**src/design/mdu_pkg.sv**
```systemverilog
// Shared definitions for the RV64M multiply unit
// Holds the datapath width, the operation encoding and the
// helpers that tell which operands an operation treats as signed
package mdu_pkg;

    // RV64 register width, the product is twice this
    localparam int XLEN = 64;

    typedef enum logic [2:0] {
        OP_MUL    = 3'd0,  // Low word of signed x signed
        OP_MULH   = 3'd1,  // High word of signed x signed
        OP_MULHSU = 3'd2,  // High word of signed x unsigned
        OP_MULHU  = 3'd3,  // High word of unsigned x unsigned
        OP_MULW   = 3'd4   // Low 32 bits, sign-extended
    } mul_op_t;

    // First operand is signed for MUL, MULH and MULHSU
    function automatic logic op_signed_a(input mul_op_t op);
        return (op == OP_MUL) || (op == OP_MULH) || (op == OP_MULHSU);
    endfunction

    // Second operand is signed only for MUL and MULH
    // MULW counts as unsigned since its low 32 product bits do not depend on sign
    function automatic logic op_signed_b(input mul_op_t op);
        return (op == OP_MUL) || (op == OP_MULH);
    endfunction

endpackage

```
**src/design/mul_req_if.sv**
```systemverilog
// Request channel from operand preparation into the shift-add core
// Carries the start strobe, the two operand magnitudes, the sign of
// the final product and the operation tag
interface mul_req_if import mdu_pkg::*; ();

    logic            start;   // One cycle, only for an accepted request
    logic [XLEN-1:0] mcand;   // Multiplicand magnitude
    logic [XLEN-1:0] mplier;  // Multiplier magnitude
    logic            negate;  // Product must be negated at the end
    mul_op_t         op;

    modport src (
        output start,
        output mcand,
        output mplier,
        output negate,
        output op
    );

    modport dst (
        input start,
        input mcand,
        input mplier,
        input negate,
        input op
    );

endinterface

```
**src/design/mul_rsp_if.sv**
```systemverilog
// Response channel from the shift-add core to result formatting
// Carries the completion strobe, the full unsigned product and
// the tags captured when the request was accepted
interface mul_rsp_if import mdu_pkg::*; ();

    logic              done;     // One cycle when the product is final
    logic [2*XLEN-1:0] product;  // Unsigned product of the magnitudes
    logic              negate;
    mul_op_t           op;

    modport src (
        output done,
        output product,
        output negate,
        output op
    );

    modport dst (
        input done,
        input product,
        input negate,
        input op
    );

endinterface

```
**src/design/mul_operand_prep.sv**
```systemverilog
// Operand preparation for the multiply unit
// Decodes the operation, turns signed negative operands into magnitudes,
// works out the sign of the product and starts the core when it is idle
module mul_operand_prep import mdu_pkg::*; (
    input  logic            req_valid,
    input  mul_op_t         req_op,
    input  logic [XLEN-1:0] req_a,
    input  logic [XLEN-1:0] req_b,
    input  logic            busy,
    mul_req_if.src          req
);

    logic [XLEN-1:0] opnd_a;
    logic [XLEN-1:0] opnd_b;
    logic            sign_a;
    logic            sign_b;
    logic            is_word;

    // Two's complement magnitude of a negative value
    // The most negative input comes back unchanged, which is 2^63 as unsigned
    function automatic logic [XLEN-1:0] magnitude(input logic [XLEN-1:0] value);
        return ~value + 1'b1;
    endfunction

    assign is_word = (req_op == OP_MULW);

    // MULW only looks at the low word of each source
    always_comb begin
        if (is_word) begin
            opnd_a = {{(XLEN/2){1'b0}}, req_a[XLEN/2-1:0]};
            opnd_b = {{(XLEN/2){1'b0}}, req_b[XLEN/2-1:0]};
        end else begin
            opnd_a = req_a;
            opnd_b = req_b;
        end
    end

    // An operand is negative only if the operation reads it as signed
    assign sign_a = op_signed_a(req_op) && opnd_a[XLEN-1];
    assign sign_b = op_signed_b(req_op) && opnd_b[XLEN-1];

    assign req.mcand  = sign_a ? magnitude(opnd_a) : opnd_a;
    assign req.mplier = sign_b ? magnitude(opnd_b) : opnd_b;
    assign req.negate = sign_a ^ sign_b;
    assign req.op     = req_op;

    // A request arriving while the core works is simply not taken
    assign req.start = req_valid && !busy;

endmodule

```
**src/design/mul_shift_add.sv**
```systemverilog
// Iterative shift-and-add multiplier core
// Each cycle the multiplicand moves left, the multiplier moves right and
// the multiplicand is added in when the multiplier LSB is set
// The loop stops as soon as no multiplier bits remain
module mul_shift_add import mdu_pkg::*; (
    input  logic    clk,
    input  logic    reset,
    mul_req_if.dst  req,
    mul_rsp_if.src  rsp,
    output logic    busy
);

    logic [2*XLEN-1:0] mcand_q;   // Multiplicand, shifted left each step
    logic [XLEN-1:0]   mplier_q;  // Remaining multiplier bits
    logic [2*XLEN-1:0] acc_q;     // Running sum of partial products
    logic              negate_q;
    mul_op_t           op_q;
    logic              busy_q;
    logic              done_q;

    logic [2*XLEN-1:0] addend;
    logic              last;

    // Partial product for this step
    assign addend = mplier_q[0] ? mcand_q : '0;

    // Nothing left to add, so the accumulator holds the final product
    assign last = busy_q && (mplier_q == '0);

    always_ff @(posedge clk) begin
        if (reset) begin
            busy_q <= 1'b0;
            done_q <= 1'b0;
        end else begin
            done_q <= last;
            if (req.start) begin
                busy_q <= 1'b1;
            end else if (last) begin
                busy_q <= 1'b0;  // Falls together with the rise of done
            end
        end
    end

    always_ff @(posedge clk) begin
        if (req.start) begin
            mcand_q  <= {{XLEN{1'b0}}, req.mcand};
            mplier_q <= req.mplier;
            acc_q    <= '0;
            negate_q <= req.negate;
            op_q     <= req.op;
        end else if (busy_q && !last) begin
            acc_q    <= acc_q + addend;
            mcand_q  <= {mcand_q[2*XLEN-2:0], 1'b0};
            mplier_q <= {1'b0, mplier_q[XLEN-1:1]};
        end
    end

    assign busy = busy_q;

    // The accumulator stays put after done until the next start,
    // which can only land on the edge where the formatter samples it
    assign rsp.done    = done_q;
    assign rsp.product = acc_q;
    assign rsp.negate  = negate_q;
    assign rsp.op      = op_q;

endmodule

```
**src/design/mul_result_format.sv**
```systemverilog
// Result formatting for the multiply unit
// Restores the sign of the 128-bit product, picks the low word, the high
// word or the sign-extended low 32 bits, and registers it with res_valid
module mul_result_format import mdu_pkg::*; (
    input  logic            clk,
    input  logic            reset,
    mul_rsp_if.dst          rsp,
    output logic            res_valid,
    output logic [XLEN-1:0] res_data
);

    logic [2*XLEN-1:0] product;
    logic [XLEN-1:0]   selected;

    // Whole product is negated so the high word gets the borrow from the low word
    assign product = rsp.negate ? (~rsp.product + 1'b1) : rsp.product;

    always_comb begin
        case (rsp.op)
            OP_MUL: begin
                selected = product[XLEN-1:0];
            end
            OP_MULH, OP_MULHSU, OP_MULHU: begin
                selected = product[2*XLEN-1:XLEN];
            end
            OP_MULW: begin
                // Word result is the low half of XLEN, extended from its top bit
                selected = {{(XLEN/2){product[XLEN/2-1]}}, product[XLEN/2-1:0]};
            end
            default: begin
                selected = '0;
            end
        endcase
    end

    always_ff @(posedge clk) begin
        if (reset) begin
            res_valid <= 1'b0;
            res_data  <= '0;
        end else begin
            res_valid <= rsp.done;  // Single cycle, follows done by one
            if (rsp.done) begin
                res_data <= selected;
            end
        end
    end

endmodule

```
**src/design/mdu_top.sv**
```systemverilog
// RV64M multiply unit top level
// Accepts a request while idle, runs it through operand preparation,
// the shift-add core and result formatting, and pulses res_valid at the end
module mdu_top import mdu_pkg::*; (
    input  logic            clk,
    input  logic            reset,
    input  logic            req_valid,
    input  mul_op_t         req_op,
    input  logic [XLEN-1:0] req_a,
    input  logic [XLEN-1:0] req_b,
    output logic            busy,
    output logic            res_valid,
    output logic [XLEN-1:0] res_data
);

    mul_req_if req_ch ();
    mul_rsp_if rsp_ch ();

    // busy goes back to prep so that only one request enters the core
    mul_operand_prep u_prep (
        .req_valid (req_valid),
        .req_op    (req_op),
        .req_a     (req_a),
        .req_b     (req_b),
        .busy      (busy),
        .req       (req_ch.src)
    );

    mul_shift_add u_core (
        .clk   (clk),
        .reset (reset),
        .req   (req_ch.dst),
        .rsp   (rsp_ch.src),
        .busy  (busy)
    );

    mul_result_format u_format (
        .clk       (clk),
        .reset     (reset),
        .rsp       (rsp_ch.dst),
        .res_valid (res_valid),
        .res_data  (res_data)
    );

endmodule

```
**config.mk**
```make
export PLATFORM = sky130hd
export DESIGN_NAME = mdu_top
export DESIGN_NICKNAME = d
export VERILOG_FILES = /design/src/design/mdu_pkg.sv /design/src/design/mul_req_if.sv /design/src/design/mul_rsp_if.sv /design/src/design/mul_operand_prep.sv /design/src/design/mul_shift_add.sv /design/src/design/mul_result_format.sv /design/src/design/mdu_top.sv
export SDC_FILE = /design/constraint.sdc
export NUM_CORES = 1
export LEC_CHECK = 0
export ABC_CLOCK_PERIOD_IN_PS = 5600
export BUFFER_PORTS_ARGS = -buffer_cell sky130_fd_sc_hd__buf_2
export CORE_ASPECT_RATIO = 1.25
export CORE_UTILIZATION = 45
export DETAILED_ROUTE_END_ITERATION = 10
export PLACE_DENSITY_LB_ADDON = 0.1
export SYNTH_ARGS = -nofsm -noshare
export SYNTH_HDL_FRONTEND = slang
export SYNTH_SLANG_ARGS = --single-unit
```
**constraint.sdc**
```tcl
create_clock -name clk -period 5.6 [get_ports clk]
set_clock_uncertainty 0.1 [all_clocks]
set_input_delay 0.56 -clock clk [delete_from_list [all_inputs] [get_ports clk]]
set_output_delay 0.56 -clock clk [all_outputs]
set_load 0.005 [all_outputs]
```
==> impl_metrics.tcl <==
set metrics [dict create \
    grt_pass1_wl_um 164200 \
    layout-drive-gt1-share_pct 9.566 \
    arrival_ns 5.70 \
    synthTopCellsByArea "dfxtp_1 (17%), edfxtp_1 (13%), nand2_1 (7.8%)" \
    grt_util_all_layers_pct 31.51 \
    grt_pass1_vias 27270 \
    synth_most_common_cell "nand2_1" \
    synthTopCellsByCount "nand2_1 (617), o21ai_0 (405), a21oi_1 (300), dfxtp_1 (259), clkbuf_1 (240)" \
    leakage_uw 0.01359 \
    post_cts_resized 0 \
    rr_startpoint "u_core.mplier_q[0]$_DFFE_PP_" \
    synth.area.mux_share_pct 0.1008 \
    setup_slack_ns 0.2986 \
    synthXorXnorAreaFrac_pct 10.38 \
    synthArstFlopShare_pct 0 \
    synth_warnings 0 \
    dieArea_um2 67260 \
    synth-compound-area-share_pct 23.77 \
    synthToLayoutAreaGrowth_pct 11.03 \
    p_comb_share_pct 32.6 \
    worst_setup_path_start_kind "flop" \
    routedWlPerCell_um 22.23 \
    tns_ns 0 \
    powerDensity_nw_per_um2 317.0 \
    sw_frac_of_total_pct 38.36 \
    finalCritPeriodShare_pct 94.67 \
    cts_max_level 2 \
    avgSynthCellArea_um2 7.555 \
    status "finished clean" \
    drtIter0Drc 2586 \
    dr.pass1.iters 5 \
    intPower_uw 6465 \
    grt.overflow.total 0 \
    initial_utilization_pct 45.45 \
    netlist_area_um2 29800 \
    grt_max_degree 118 \
    die_x_um 232.2 \
    path_clk_slew_ns 0.07 \
    worstSetupPathType "flop to flop" \
    power_switching_uw 4023 \
    numCtsBuffers 45 \
    peakVddDrop_mv 0.2754 \
    cts.sinks 391 \
    num_io_pins 200 \
    synth_cells 3944 \
    timing.rr.end "u_core.rsp.product[94]$_SDFFE_PP0P_" \
    synth_top_area_share_pct 17.40 \
    hold_start "req_op[0]" \
    rr_worst_depth 17 \
    antenna_found_initial 1 \
    cp_max_fo 30 \
    place_ws_ns 0.3834 \
    root_buffer "clkbuf_16" \
    critPathLaunch "u_core.mplier_q[0]$_DFFE_PP_" \
    synth_edf_count 132 \
    synth-main-ff-cell "dfxtp_1" \
    cts_max_path_buffers 3 \
    vias 29300 \
    synth-simple-area-share_pct 25.56 \
    clk_latency_ns 0.60 \
    yosysTopAreaCell "dfxtp_1" \
    synth-adder-area-share_pct 5.526 \
    gp_congestion 0.9995 \
    clkPwrFrac_pct 30.9 \
    max_cap_violations 0 \
    viasPerCell 5.988 \
    rrSetupSlack_ns 0.30 \
    hold_viol 0 \
    slew_viol_final 0 \
    end_kind "flop" \
    synth_seq_cells 391 \
    portBuffers 199 \
    rsz0062_at_grt "false" \
    syn_nets 4209 \
    slew_headroom_pct 28.28 \
    ant_nets 0 \
    fmax_mhz 188.6 \
    cts_setup_buffers 0 \
    hold_path_class "primary input to flop" \
    synthDistinctLibCells 77 \
    cts_hold_buffers 0 \
    cts_tree "yes" \
    die_h_um 289.7 \
    tightestPinTransition_ns 1.076 \
    final_nets 4265 \
    row_count 105 \
    dpl.hpwl_um 84690 \
    setup_violations 0 \
    core_area_um2 65560 \
    remaining_drc_errors 0 \
    required_ns 6.00 \
    seq_power_share_pct 36.5 \
    cp-endpoint "u_core.rsp.product[94]$_SDFFE_PP0P_" \
    min_period_ns 5.301 \
    synth_top_family_by_area "simple AND/OR/NAND/NOR gates" \
    seq_area_frac_synth_pct 30.70 \
    drt_wl_total_um 108800 \
]
## flip-flops by register name (all words and copies together) (netlist names)
signal              count
u_core.rsp.op           3
u_core.rsp.done         1
u_core.rsp.negate       1
u_core.busy             1
u_format.res_data      64
u_core.mcand_q        128
u_core.rsp.product    128
u_core.mplier_q        64
u_format.res_valid      1
## layer usage
metal	GRT usage, %	share of wire, %	vias up
met5	0	0	-
met4	17.43	6.2	0
met3	3.444	5.4	225
met2	50.76	45	945
met1	41.14	43	13750
li1	-	-	14370
## power by group through the flow
stage / registers [µW] / clock network (µW) / logic [µW]
CTS: 3810 / 3300 / 3360
finish: 3830 / 3240 / 3420
global placement: 3870 / 0 / 3350
global route: 3860 / 3390 / 3740
detailed placement: 3870 / 0 / 3340
floorplan: 3650 / 0 / 2360
## worst min-delay path by stage
stage | endpoint | cells after the start
after floorplan | u_core.mcand_q[64]$_SDFFE_PP0P_ | 2
after global placement | u_format.res_data[38]$_SDFFE_PP0P_ | 2
after detailed placement | u_format.res_data[38]$_SDFFE_PP0P_ | 2
after CTS | u_core.rsp.op[0]$_DFFE_PP_ | 1
after global routing | u_core.rsp.op[0]$_DFFE_PP_ | 1
final | u_core.rsp.op[0]$_DFFE_PP_ | 1
## metrics by stage
step / area [µm²] / power [µW] / util [%] / cells / hold WS [ns]
floorplan: 29800 / 6007 / - / 3944 / 0.3252
global placement: 31470 / 7215 / 48.01 / 4809 / 0.3330
detailed placement: 31470 / 7214 / 48.01 / 4809 / 0.3387
CTS: 33080 / 10470 / 50.47 / 4891 / 0.1047
global route: 33080 / 10980 / 50.47 / 4891 / 0.1229
finish: 33090 / 10490 / 50.47 / 4892 / 0.1292
## critical path, stage by stage (launching register included)
cell	delay (ns)
edfxtp_1	0.39
buf_4	0.24
and2_1	0.20
ha_1	0.20
fa_1	0.43
a211oi_1	0.37
o21ai_0	0.16
a221oi_1	0.26
buf_4	0.18
a31oi_1	0.12
a21oi_1	0.34
nor2_1	0.14
a41oi_1	0.58
o21ai_0	0.50
a21boi_0	0.48
o21ai_0	0.25
mux2i_1	0.19
nor2_1	0.06
## cell type report
class,instances,area [µm²]
Tap cell,856,1071
Antenna cell,1,2.502
Clock inverter,19,245.2
Multi-Input combinational cell,3241,19500
Timing Repair Buffer,267,1544
Inverter,54,205.2
Fill cell,6577,32470
Sequential cell,391,9149
Clock buffer,63,1368
## cells by family after synthesis
group	count (synthesis)
and+or+nand+nor	1592
AOI/OAI and AO/OA	1162
DFF	391
xor gates and xnor gates	353
buffers and inverters	312
adders and majority gates	131
muxes	3
## cell usage in the layout (no fill, tap or decap), drive strengths merged, types with 20 or more instances in the layout
cell / synthesis / final
and2: 142 / 142
nand3: 173 / 173
nor4: 66 / 66
o221ai: 20 / 20
ha: 130 / 130
o21ai: 417 / 417
or3: 61 / 61
buf: 17 / 267
or4: 39 / 39
nand2: 617 / 617
o22ai: 21 / 21
nor2: 235 / 235
inv: 54 / 55
o31ai: 69 / 69
xor2: 192 / 192
o21bai: 45 / 45
clkbuf: 241 / 63
o41ai: 24 / 24
a22o: 27 / 27
a21o: 84 / 84
nand2b: 27 / 27
nand4: 79 / 79
a21oi: 300 / 300
a31oi: 23 / 23
nor3: 89 / 89
edfxtp: 132 / 132
dfxtp: 259 / 259
xnor2: 161 / 161
Note: power is estimated with default switching activity, not from simulation.
